==> src/riscv_csr_pkg.sv <==
package riscv_csr_pkg;

    // ----------------------------------------
    // widths
    // ----------------------------------------
    localparam int XLEN       = 64;
    localparam int CSR_ADDR_W = 12;
    localparam int CAUSE_W    = 4;

    // implemented machine csr addresses
    typedef enum logic [CSR_ADDR_W-1:0] {
        CSR_MSTATUS    = 12'h300,
        CSR_MISA       = 12'h301,
        CSR_MIE        = 12'h304,
        CSR_MTVEC      = 12'h305,
        CSR_MSCRATCH   = 12'h340,
        CSR_MEPC       = 12'h341,
        CSR_MCAUSE     = 12'h342,
        CSR_MTVAL      = 12'h343,
        CSR_MIP        = 12'h344,
        CSR_MVENDORID  = 12'hF11,
        CSR_MARCHID    = 12'hF12,
        CSR_MIMPID     = 12'hF13,
        CSR_MCONFIGPTR = 12'hF15
    } csr_addr_e;

    // csr operation codes, anything else is a no-op
    typedef enum logic [2:0] {
        OP_WRITE = 3'b001,
        OP_SET   = 3'b010,
        OP_CLEAR = 3'b011,
        OP_READ  = 3'b101,
        OP_MRET  = 3'b111
    } csr_op_e;

    // mstatus bit positions
    localparam int MSTATUS_MIE_BIT  = 3;
    localparam int MSTATUS_MPIE_BIT = 7;
    localparam int MSTATUS_MPP_LO   = 11;
    localparam int MSTATUS_MPP_HI   = 12;

    // shared by mie, mip and interrupt cause codes
    localparam int MIE_MTI_BIT = 7;
    localparam int MIE_MEI_BIT = 11;

    // exception cause codes
    localparam logic [CAUSE_W-1:0] CAUSE_INST_MISALIGNED  = 4'd0;
    localparam logic [CAUSE_W-1:0] CAUSE_ILLEGAL          = 4'd2;
    localparam logic [CAUSE_W-1:0] CAUSE_LOAD_MISALIGNED  = 4'd4;
    localparam logic [CAUSE_W-1:0] CAUSE_STORE_MISALIGNED = 4'd6;
    localparam logic [CAUSE_W-1:0] CAUSE_ECALL_M          = 4'd11;

    localparam logic [1:0] PRIV_M = 2'b11;

    // rv64 (mxl=2) with A, C, I, M, S, U
    localparam logic [XLEN-1:0] MISA_VALUE = 64'h8000_0000_0014_1105;

    // vectored mtvec base is aligned to this bit
    localparam int MTVEC_VEC_ALIGN = 8;

    // ----------------------------------------
    // bundles
    // ----------------------------------------
    typedef struct packed {
        logic            rd;
        logic            we;
        logic            mret;
        csr_addr_e       addr;
        logic [XLEN-1:0] wdata;
    } csr_access_t;

    typedef struct packed {
        logic illegal;
        logic inst_misaligned;
        logic ecall_m;
        logic load_misaligned;
        logic store_misaligned;
    } exc_flags_t;

    typedef struct packed {
        logic               is_int;
        logic [CAUSE_W-1:0] code;
    } trap_cause_t;

endpackage
==> src/riscv_csrfile.sv <==
`timescale 1ns/1ps

module riscv_csrfile (
    input  logic                                 i_riscv_csr_clk,
    input  logic                                 i_riscv_csr_rst,
    input  logic [riscv_csr_pkg::CSR_ADDR_W-1:0] i_riscv_csr_address,
    input  logic [2:0]                           i_riscv_csr_op,
    input  logic [riscv_csr_pkg::XLEN-1:0]       i_riscv_csr_wdata,
    input  logic [riscv_csr_pkg::XLEN-1:0]       i_riscv_csr_pc,
    input  logic [riscv_csr_pkg::XLEN-1:0]       i_riscv_csr_address_alu,
    input  riscv_csr_pkg::exc_flags_t            i_riscv_csr_exc,
    input  logic                                 i_riscv_csr_external_int,
    input  logic                                 i_riscv_csr_timer_int,
    output logic [riscv_csr_pkg::XLEN-1:0]       o_riscv_csr_rdata,
    output logic [riscv_csr_pkg::XLEN-1:0]       o_riscv_csr_return_address,
    output logic [riscv_csr_pkg::XLEN-1:0]       o_riscv_csr_trap_address,
    output logic                                 o_riscv_csr_goto_trap,
    output logic                                 o_riscv_csr_return_from_trap
);
    import riscv_csr_pkg::*;

    csr_access_t access;
    trap_cause_t cause;
    logic [4:0]  int_state;
    logic        trap_take;
    logic        tval_sel;

    // ----------------------------------------
    // op decode, set/clear merge old value
    // ----------------------------------------
    csr_op_decode u_op_decode (
        .i_riscv_csr_op        (csr_op_e'(i_riscv_csr_op)),
        .i_riscv_csr_address   (csr_addr_e'(i_riscv_csr_address)),
        .i_riscv_csr_wdata     (i_riscv_csr_wdata),
        .i_riscv_csr_rdata_cur (o_riscv_csr_rdata),
        .o_riscv_csr_access    (access)
    );

    // trap detect and cause select
    csr_trap_ctrl u_trap_ctrl (
        .i_riscv_csr_exc       (i_riscv_csr_exc),
        .i_riscv_csr_int_state (int_state),
        .o_riscv_csr_trap_take (trap_take),
        .o_riscv_csr_cause     (cause),
        .o_riscv_csr_tval_sel  (tval_sel)
    );

    // register storage and read mux
    // mepc is the return address, full mtvec the trap address
    csr_machine_regs u_machine_regs (
        .i_riscv_csr_clk              (i_riscv_csr_clk),
        .i_riscv_csr_rst              (i_riscv_csr_rst),
        .i_riscv_csr_access           (access),
        .i_riscv_csr_trap_take        (trap_take),
        .i_riscv_csr_cause            (cause),
        .i_riscv_csr_tval_sel         (tval_sel),
        .i_riscv_csr_pc               (i_riscv_csr_pc),
        .i_riscv_csr_address_alu      (i_riscv_csr_address_alu),
        .i_riscv_csr_external_int     (i_riscv_csr_external_int),
        .i_riscv_csr_timer_int        (i_riscv_csr_timer_int),
        .o_riscv_csr_rdata            (o_riscv_csr_rdata),
        .o_riscv_csr_int_state        (int_state),
        .o_riscv_csr_mepc             (o_riscv_csr_return_address),
        .o_riscv_csr_mtvec            (o_riscv_csr_trap_address),
        .o_riscv_csr_goto_trap        (o_riscv_csr_goto_trap),
        .o_riscv_csr_return_from_trap (o_riscv_csr_return_from_trap)
    );

endmodule

==> src/csr_machine_regs.sv <==
`timescale 1ns/1ps

module csr_machine_regs (
    input  logic                           i_riscv_csr_clk,
    input  logic                           i_riscv_csr_rst,
    input  riscv_csr_pkg::csr_access_t     i_riscv_csr_access,
    input  logic                           i_riscv_csr_trap_take,
    input  riscv_csr_pkg::trap_cause_t     i_riscv_csr_cause,
    input  logic                           i_riscv_csr_tval_sel,
    input  logic [riscv_csr_pkg::XLEN-1:0] i_riscv_csr_pc,
    input  logic [riscv_csr_pkg::XLEN-1:0] i_riscv_csr_address_alu,
    input  logic                           i_riscv_csr_external_int,
    input  logic                           i_riscv_csr_timer_int,
    output logic [riscv_csr_pkg::XLEN-1:0] o_riscv_csr_rdata,
    output logic [4:0]                     o_riscv_csr_int_state,
    output logic [riscv_csr_pkg::XLEN-1:0] o_riscv_csr_mepc,
    output logic [riscv_csr_pkg::XLEN-1:0] o_riscv_csr_mtvec,
    output logic                           o_riscv_csr_goto_trap,
    output logic                           o_riscv_csr_return_from_trap
);
    import riscv_csr_pkg::*;

    // mstatus machine fields only
    logic               mstatus_mie;
    logic               mstatus_mpie;
    logic [1:0]         mstatus_mpp;
    // machine external and timer enables
    logic               mie_meie;
    logic               mie_mtie;
    // pending bits mirror the interrupt lines
    logic               mip_meip;
    logic               mip_mtip;
    logic [XLEN-1:0]    mtvec;
    logic [XLEN-1:0]    mscratch;
    logic [XLEN-1:0]    mepc;
    logic [XLEN-1:0]    mtval;
    logic               mcause_int;
    logic [CAUSE_W-1:0] mcause_code;
    // software write path
    logic [XLEN-1:0]    wdata;
    logic [XLEN-1:0]    mtvec_wr;

    assign wdata = i_riscv_csr_access.wdata;

    // mode bit 0 kept and bit 1 reserved
    // vectored mode drops the low base bits
    always_comb begin
        mtvec_wr = {wdata[XLEN-1:2], 1'b0, wdata[0]};
        if (wdata[0]) begin
            mtvec_wr[MTVEC_VEC_ALIGN-1:2] = '0;
        end
    end

    // ----------------------------------------
    // state update priority trap > mret > sw write
    // ----------------------------------------
    always_ff @(posedge i_riscv_csr_clk or posedge i_riscv_csr_rst) begin
        if (i_riscv_csr_rst) begin
            mstatus_mie                  <= 1'b0;
            mstatus_mpie                 <= 1'b0;
            mstatus_mpp                  <= 2'b00;
            mie_meie                     <= 1'b0;
            mie_mtie                     <= 1'b0;
            mip_meip                     <= 1'b0;
            mip_mtip                     <= 1'b0;
            mtvec                        <= '0;
            mscratch                     <= '0;
            mepc                         <= '0;
            mtval                        <= '0;
            mcause_int                   <= 1'b0;
            mcause_code                  <= '0;
            o_riscv_csr_goto_trap        <= 1'b0;
            o_riscv_csr_return_from_trap <= 1'b0;
        end else begin
            // sampled every edge with no sw write path
            mip_meip <= i_riscv_csr_external_int;
            mip_mtip <= i_riscv_csr_timer_int;

            // one cycle pulses and mret lost under a trap
            o_riscv_csr_goto_trap        <= i_riscv_csr_trap_take;
            o_riscv_csr_return_from_trap <= i_riscv_csr_access.mret & ~i_riscv_csr_trap_take;

            if (i_riscv_csr_trap_take) begin
                mepc         <= i_riscv_csr_pc;
                // stack the enable without nesting
                mstatus_mpie <= mstatus_mie;
                mstatus_mie  <= 1'b0;
                mstatus_mpp  <= PRIV_M;
                mcause_int   <= i_riscv_csr_cause.is_int;
                mcause_code  <= i_riscv_csr_cause.code;
                // misaligned load/store only
                if (i_riscv_csr_tval_sel) begin
                    mtval <= i_riscv_csr_address_alu;
                end
            end else if (i_riscv_csr_access.mret) begin
                // pop the enable stack
                mstatus_mie  <= mstatus_mpie;
                mstatus_mpie <= 1'b1;
                mstatus_mpp  <= PRIV_M;
            end else if (i_riscv_csr_access.we) begin
                case (i_riscv_csr_access.addr)
                    CSR_MSTATUS: begin
                        mstatus_mie  <= wdata[MSTATUS_MIE_BIT];
                        mstatus_mpie <= wdata[MSTATUS_MPIE_BIT];
                        mstatus_mpp  <= wdata[MSTATUS_MPP_HI:MSTATUS_MPP_LO];
                    end
                    CSR_MIE: begin
                        mie_meie <= wdata[MIE_MEI_BIT];
                        mie_mtie <= wdata[MIE_MTI_BIT];
                    end
                    CSR_MTVEC: begin
                        mtvec <= mtvec_wr;
                    end
                    CSR_MSCRATCH: begin
                        mscratch <= wdata;
                    end
                    CSR_MEPC: begin
                        // 16-bit instruction alignment
                        mepc <= {wdata[XLEN-1:1], 1'b0};
                    end
                    CSR_MCAUSE: begin
                        mcause_int  <= wdata[XLEN-1];
                        mcause_code <= wdata[CAUSE_W-1:0];
                    end
                    CSR_MTVAL: begin
                        mtval <= wdata;
                    end
                    default: begin
                        // id regs and mip ignore writes
                    end
                endcase
            end
        end
    end

    // ----------------------------------------
    // read mux
    // ----------------------------------------
    always_comb begin
        o_riscv_csr_rdata = '0;
        if (i_riscv_csr_access.rd) begin
            case (i_riscv_csr_access.addr)
                CSR_MISA: begin
                    o_riscv_csr_rdata = MISA_VALUE;
                end
                CSR_MSTATUS: begin
                    o_riscv_csr_rdata[MSTATUS_MIE_BIT]                = mstatus_mie;
                    o_riscv_csr_rdata[MSTATUS_MPIE_BIT]               = mstatus_mpie;
                    o_riscv_csr_rdata[MSTATUS_MPP_HI:MSTATUS_MPP_LO] = mstatus_mpp;
                end
                CSR_MIE: begin
                    o_riscv_csr_rdata[MIE_MEI_BIT] = mie_meie;
                    o_riscv_csr_rdata[MIE_MTI_BIT] = mie_mtie;
                end
                CSR_MIP: begin
                    o_riscv_csr_rdata[MIE_MEI_BIT] = mip_meip;
                    o_riscv_csr_rdata[MIE_MTI_BIT] = mip_mtip;
                end
                CSR_MTVEC:    o_riscv_csr_rdata = mtvec;
                CSR_MSCRATCH: o_riscv_csr_rdata = mscratch;
                CSR_MEPC:     o_riscv_csr_rdata = mepc;
                CSR_MTVAL:    o_riscv_csr_rdata = mtval;
                CSR_MCAUSE: begin
                    o_riscv_csr_rdata[XLEN-1]      = mcause_int;
                    o_riscv_csr_rdata[CAUSE_W-1:0] = mcause_code;
                end
                // vendor, arch, impl ids and mconfigptr read zero
                default: o_riscv_csr_rdata = '0;
            endcase
        end
    end

    // packed for the trap control
    assign o_riscv_csr_int_state = {mstatus_mie, mie_meie, mie_mtie, mip_meip, mip_mtip};
    assign o_riscv_csr_mepc      = mepc;
    assign o_riscv_csr_mtvec     = mtvec;

endmodule

==> src/csr_trap_ctrl.sv <==
`timescale 1ns/1ps

module csr_trap_ctrl (
    input  riscv_csr_pkg::exc_flags_t  i_riscv_csr_exc,
    // {mstatus.mie, meie, mtie, meip, mtip}
    input  logic [4:0]                 i_riscv_csr_int_state,
    output logic                       o_riscv_csr_trap_take,
    output riscv_csr_pkg::trap_cause_t o_riscv_csr_cause,
    output logic                       o_riscv_csr_tval_sel
);
    import riscv_csr_pkg::*;

    logic glb_mie;
    logic meie;
    logic mtie;
    logic meip;
    logic mtip;
    logic ext_int;
    logic tmr_int;

    assign {glb_mie, meie, mtie, meip, mtip} = i_riscv_csr_int_state;

    // ----------------------------------------
    // interrupt qualification
    // ----------------------------------------
    // global enable, local enable and pending all needed
    assign ext_int = glb_mie & meie & meip;
    assign tmr_int = glb_mie & mtie & mtip;

    // any enabled interrupt or any exception level traps
    assign o_riscv_csr_trap_take = ext_int | tmr_int | (|i_riscv_csr_exc);

    // ----------------------------------------
    // cause priority
    // ----------------------------------------
    // ext int > timer > illegal > inst misaligned > ecall > load > store
    always_comb begin
        o_riscv_csr_cause    = '0;
        o_riscv_csr_tval_sel = 1'b0;
        if (ext_int) begin
            o_riscv_csr_cause.is_int = 1'b1;
            o_riscv_csr_cause.code   = CAUSE_W'(MIE_MEI_BIT);
        end else if (tmr_int) begin
            o_riscv_csr_cause.is_int = 1'b1;
            o_riscv_csr_cause.code   = CAUSE_W'(MIE_MTI_BIT);
        end else if (i_riscv_csr_exc.illegal) begin
            o_riscv_csr_cause.code = CAUSE_ILLEGAL;
        end else if (i_riscv_csr_exc.inst_misaligned) begin
            o_riscv_csr_cause.code = CAUSE_INST_MISALIGNED;
        end else if (i_riscv_csr_exc.ecall_m) begin
            o_riscv_csr_cause.code = CAUSE_ECALL_M;
        end else if (i_riscv_csr_exc.load_misaligned) begin
            o_riscv_csr_cause.code = CAUSE_LOAD_MISALIGNED;
            // faulting address goes to mtval
            o_riscv_csr_tval_sel   = 1'b1;
        end else if (i_riscv_csr_exc.store_misaligned) begin
            o_riscv_csr_cause.code = CAUSE_STORE_MISALIGNED;
            o_riscv_csr_tval_sel   = 1'b1;
        end
    end

endmodule

==> src/csr_op_decode.sv <==
`timescale 1ns/1ps

module csr_op_decode (
    input  riscv_csr_pkg::csr_op_e         i_riscv_csr_op,
    input  riscv_csr_pkg::csr_addr_e       i_riscv_csr_address,
    input  logic [riscv_csr_pkg::XLEN-1:0] i_riscv_csr_wdata,
    input  logic [riscv_csr_pkg::XLEN-1:0] i_riscv_csr_rdata_cur,
    output riscv_csr_pkg::csr_access_t     o_riscv_csr_access
);
    import riscv_csr_pkg::*;

    // strobes and merged write data are combinational
    always_comb begin
        o_riscv_csr_access       = '0;
        o_riscv_csr_access.addr  = i_riscv_csr_address;
        o_riscv_csr_access.wdata = i_riscv_csr_wdata;
        case (i_riscv_csr_op)
            OP_WRITE: begin
                o_riscv_csr_access.rd = 1'b1;
                o_riscv_csr_access.we = 1'b1;
            end
            OP_SET: begin
                o_riscv_csr_access.rd    = 1'b1;
                o_riscv_csr_access.we    = 1'b1;
                // old value or mask
                o_riscv_csr_access.wdata = i_riscv_csr_rdata_cur | i_riscv_csr_wdata;
            end
            OP_CLEAR: begin
                o_riscv_csr_access.rd    = 1'b1;
                o_riscv_csr_access.we    = 1'b1;
                // old value with mask bits knocked out
                o_riscv_csr_access.wdata = i_riscv_csr_rdata_cur & ~i_riscv_csr_wdata;
            end
            OP_READ: begin
                o_riscv_csr_access.rd = 1'b1;
            end
            OP_MRET: begin
                // no read or write side effects
                o_riscv_csr_access.mret = 1'b1;
            end
            default: begin
                // inert op codes leave every strobe low
            end
        endcase
    end

endmodule

==> config.mk <==
export PLATFORM = sky130hd
export DESIGN_NAME = riscv_csrfile
export DESIGN_NICKNAME = d
export VERILOG_FILES = /design/src/riscv_csr_pkg.sv /design/src/riscv_csrfile.sv /design/src/csr_machine_regs.sv /design/src/csr_trap_ctrl.sv /design/src/csr_op_decode.sv
export SDC_FILE = /design/constraint.sdc
export NUM_CORES = 1
export LEC_CHECK = 0
export ABC_AREA = 1
export BUFFER_PORTS_ARGS = -buffer_cell sky130_fd_sc_hd__buf_2
export CAP_MARGIN = 15
export CORE_MARGIN = 4
export CORE_UTILIZATION = 45
export CTS_CLUSTER_SIZE = 28
export DETAILED_ROUTE_END_ITERATION = 10
export PLACE_DENSITY = 0.7
export SYNTH_ARGS = -nofsm -noshare
export SYNTH_HDL_FRONTEND = slang
export SYNTH_HIERARCHICAL = 1
export SYNTH_SLANG_ARGS = --single-unit
==> constraint.sdc <==
create_clock -name i_riscv_csr_clk -period 13.3 [get_ports i_riscv_csr_clk]
set_input_delay 0.665 -clock i_riscv_csr_clk [delete_from_list [all_inputs] [get_ports i_riscv_csr_clk]]
set_output_delay 0.665 -clock i_riscv_csr_clk [all_outputs]
set_load 0.02 [all_outputs]
### Yosys cells after proc, flatten, opt, wreduce, memory -nomap -nowiden

Index checks and enable logic that the tools add are counted.

* eq/ne operators: 16
* mux-type cells: 59
* bitwise logic cells: 12
* reduce and logical (&&, ||, !) cells: 16

Operators with widths (number)
* $mux W64: 10
* $pmux W50 S5: 1
* $pmux W64 S2: 1
* $eq A12 B10 Y1 const B: 9
* $and A64 B64 Y64: 1
* $not A64 Y64: 1
* $or A64 B64 Y64: 1
* $mux W4: 9
* $mux W1: 23
* $pmux W1 S6: 3
* $pmux W3 S6: 1
* $reduce_and A4 Y1: 4
* $pmux W3 S5: 1
* $pmux W1 S7: 2
* $pmux W3 S4: 1
* $mux W2: 4
* $reduce_bool A2 Y1: 4
* $eq A3 B2 Y1 const B: 2
* $eq A3 B3 Y1 const B: 2
* $mux W6: 1
* $reduce_and A3 Y1: 2
* $reduce_bool A3 Y1: 2
* $and A1 B1 Y1: 5
* $mux W5: 1
* other kinds (9): 12

* register bits: 270
* bits of input ports: 216

### Depth between registers and ports, before layout

* word-level depth: 10
* mapped depth: 20
* mapped depth without buffers: 18

### Cells and area by module

Netlist, hierarchy kept.

By module, submodules not included
* csr_machine_regs: times used 1, cells an instance 1885, area each 13872.1 um^2, seq. area each 6756.5 um^2
* csr_op_decode: times used 1, cells an instance 298, area each 1519.0 um^2, seq. area each 0.0 um^2
* csr_trap_ctrl: times used 1, cells an instance 24, area each 126.4 um^2, seq. area each 0.0 um^2

### Worst setup path before layout

OpenSTA, ideal clock, no wires.

* path kind: input-to-output
* from: input i_riscv_csr_address[5] in the netlist's numbering
* to: output o_riscv_csr_rdata[13] in the netlist's numbering
* arrival: 2.123 ns
* data required time: 12.635 ns
* setup slack: 10.512 ns
* stages on the path: 9
* buffers on the path: 2
* cells stage by stage: buf_4 nor2_1 nand2_1 nor2_4 nand2_1 nand4_1 nand2_2 buf_6 nor2_1

* cells in the longest elaborated chain, start to end: 3

Ends and longest elaborated chain
* from (decl): line riscv_csrfile.sv:6 `input logic [riscv_csr_pkg::CSR_ADDR_W-1:0] i_riscv_csr_address,`
* $eq A12 B10 Y1: line csr_machine_regs.sv:142 `case (i_riscv_csr_access.addr)`
* $pmux W50 S5 *: line csr_machine_regs.sv:142
* $mux W64 *: line csr_machine_regs.sv:141 `if (i_riscv_csr_access.rd) begin`
* to (decl): line riscv_csrfile.sv:14 `output logic [riscv_csr_pkg::XLEN-1:0] o_riscv_csr_rdata,`

Every way passes the cells marked *; elsewhere a longest branch is shown, timed or not.

==> flow_summary.json <==
{
  "globalplace.congestion": 0.8859,
  "root_buffer": "clkbuf_16",
  "htreeDepth": 1,
  "hpwl_um": 34540,
  "finalWorstSetupSlack_ps": 9013,
  "ctsResizeCount": 0,
  "finalHoldViolCount": 0,
  "crit_fanout": 65,
  "relSlewSlack": 0.2308,
  "clk_latency_ps": 550,
  "avgSynthCellArea_um2": 7.031,
  "synthArstFlopShare": 1.000,
  "grt_pass1_wl_um": 81320,
  "rsz0062_at_grt": "false",
  "post-route-drc-count": 0,
  "cts_hold_buf": 0,
  "num-nets-final": 2729,
  "crit_path_end_kind": "primary output",
  "critPathRequiredTime_ps": 12640,
  "die_w_um": 193.7,
  "post-route-min-period_ps": 4287,
  "ys.warnings.count": 6,
  "ys.flop_type": "dfrtp_1",
  "critPathKind": "in2out",
  "vias_per_cell": 5.252,
  "yosys.cell_count.top_type": "nand2_1",
  "yosys.area.top_type_share": 0.4354,
  "wl_per_cell_um": 17.31,
  "path_cells": "buf_2 -> buf_4 -> inv_2 -> o21ai_0 -> nand2_2 -> buf_4 -> nor2_1 -> buf_2",
  "cp-start-kind": "input pin",
  "synth_edf_count": 0,
  "cts.sinks": 270,
  "antenna_found_initial": 4,
  "ys_top_cells_by_count": "nand2_1, nor2_1, dfrtp_1, o21ai_0, inv_1",
  "die_area_mm2": 0.03752,
  "layout-drive-gt1-share": 0.2032,
  "netlist_area_mm2": 0.01552,
  "ys_ff_latch": 270,
  "initial_core_util": 0.4593,
  "drv_slew": 0,
  "synth_cell_type_count": 34,
  "cts_buffers": 30,
  "crit_arrival_ps": 3620,
  "grt_pass1_vias": 14990,
  "slowest_delay_ps": 700,
  "synth_top_area_cell": "dfrtp_1",
  "status": "completed",
  "postRouteAntennaNets": 0,
  "drv_cap": 0,
  "track_usage": 0.2613,
  "slowest_stage": "buf_4",
  "p_leak_nw": 9.935,
  "worst_pin_slew_ps": 1154,
  "drtIter0Drc": 1347,
  "synth.net_count": 2423,
  "vdd_drop_max_v": 0.00009649,
  "dpl_worst_slack_ps": 9076,
  "skew_ps": 8.637,
  "syn_to_final_growth_pct": 17.38,
  "core_area_mm2": 0.03378,
  "tritoncts": "yes",
  "rows": 67,
  "setup_violations": 0,
  "overflow": 0,
  "firstDrtPassIters": 5,
  "fin_crit_sh": 0.3223,
  "power_density_mw_per_mm2": 107.4,
  "clkSlewWorstSetupHoldPaths_ps": 60,
  "io_pins": 410,
  "yosysSeqAreaShare": 0.4354,
  "vias": 15680,
  "die-height_um": 193.7,
  "setup_tns_ps": 0,
  "synth_cells": 2207,
  "cts_setup_buffers": 0,
  "fmax_mhz": 233.3,
  "power_mw": 1.956,
  "clockBufferDepth": 3,
  "hold_path_class": "in2reg",
  "synth_area_leaders": "dfrtp_1, nand2_1, o21ai_0",
  "drt-total-wl_um": 51690,
  "grt_max_degree": 134,
  "port_buffers": 408
}
report_power, final:
| group | internal, mW | switching (mW) | total (mW) |
|---|---|---|---|
| Clock | 0.472 | 0.339 | 0.811 |
| Sequential | 0.877 | 0.0333 | 0.911 |
| Combinational | 0.0812 | 0.153 | 0.234 |
| Total | 1.43 | 0.525 | 1.96 |
final timing paths:
| path | slack [ps] | cells after the start | endpoint | startpoint |
|---|---|---|---|---|
| worst max-delay path | 9010 | 8 | o_riscv_csr_rdata[20] | i_riscv_csr_op[1] |
| min in group asynchronous | 270 | 2 | u_machine_regs/mtval[53] | i_riscv_csr_rst |
| max in group asynchronous | 10660 | 4 | u_machine_regs/mscratch[16] | i_riscv_csr_rst |
| worst max register to register | 9680 | 10 | u_machine_regs/mtval[38] | u_machine_regs/mstatus_mie |
| worst min register to register | 480 | 2 | u_machine_regs/mscratch[30] | u_machine_regs/mscratch[30] |
| worst min-delay path | 220 | 1 | u_machine_regs/mip_mtip | i_riscv_csr_timer_int |
worst max-delay path, delay by kind of cell:
kind,cells,cell delay (ps)
buf+inv,5,1580
simple gates,2,750
compound gates,1,550
flip-flops by register name, summed over array words and instances, names as in the netlist:
register,flops
u_machine_regs/mcause_int,1
u_machine_regs/o_riscv_csr_mepc,64
u_machine_regs/mip_mtip,1
u_machine_regs/mcause_code,4
u_machine_regs/mscratch,64
u_machine_regs/o_riscv_csr_mtvec,63
u_machine_regs/mstatus_mie,1
u_machine_regs/mtval,64
u_machine_regs/mie_meie,1
u_machine_regs/mie_mtie,1
u_machine_regs/mstatus_mpp,2
u_machine_regs/o_riscv_csr_return_from_trap,1
u_machine_regs/mstatus_mpie,1
u_machine_regs/o_riscv_csr_goto_trap,1
u_machine_regs/mip_meip,1
final cells by class:
class / instances / area (µm²)
diodes: 4 / 10.01
clock buffers: 44 / 874.6
clock inverters: 9 / 78.83
fillers: 3299 / 15570
inverters: 239 / 907.1
multi-input cells: 1545 / 6842
flip-flops and latches: 270 / 6756
well taps: 448 / 560.5
repair buffers: 427 / 2185
layer usage:
layer,share of wire,global-route usage,up-vias
met5,0,0,-
met1,0.42,0.3504,7300
li1,-,-,7600
met2,0.48,0.4406,670
met3,0.075,0.03927,111
met4,0.031,0.07999,0
layout by cell type, fill, tap and decap left out, types with 5 or more instances in the layout:
cell type / count
a21oi_1: 139
nor2_4: 6
o21ai_2: 15
clkbuf_16: 31
clkbuf_8: 5
buf_2: 408
nand4_1: 66
clkbuf_1: 8
nand3_1: 48
nand2_1: 664
dfrtp_1: 270
inv_1: 232
buf_4: 19
o21ai_1: 65
nor2_1: 271
o21ai_0: 246
clkinv_2: 5
inv_2: 5
stage by stage:
step	hold slack (ps)	cells	util	cell area, µm²
global placement	465.6	2929	0.5106	17250
finish	219.0	2986	0.5391	18210
global route	194.5	2986	0.5391	18210
floorplan	453.4	2207	-	15520
detailed placement	473.1	2929	0.5106	17250
CTS	196.5	2982	0.5388	18200
cell families after synthesis:
| family | Yosys count | synth area share |
|---|---|---|
| buffers and inverters | 392 | 0.1252 |
| AND/OR/NAND/NOR | 1072 | 0.2820 |
| AO/OA/AOI/OAI | 472 | 0.1572 |
| other | 1 | 0.0002417 |
| flip-flops | 270 | 0.4354 |
(Power assumes the default switching activity.)
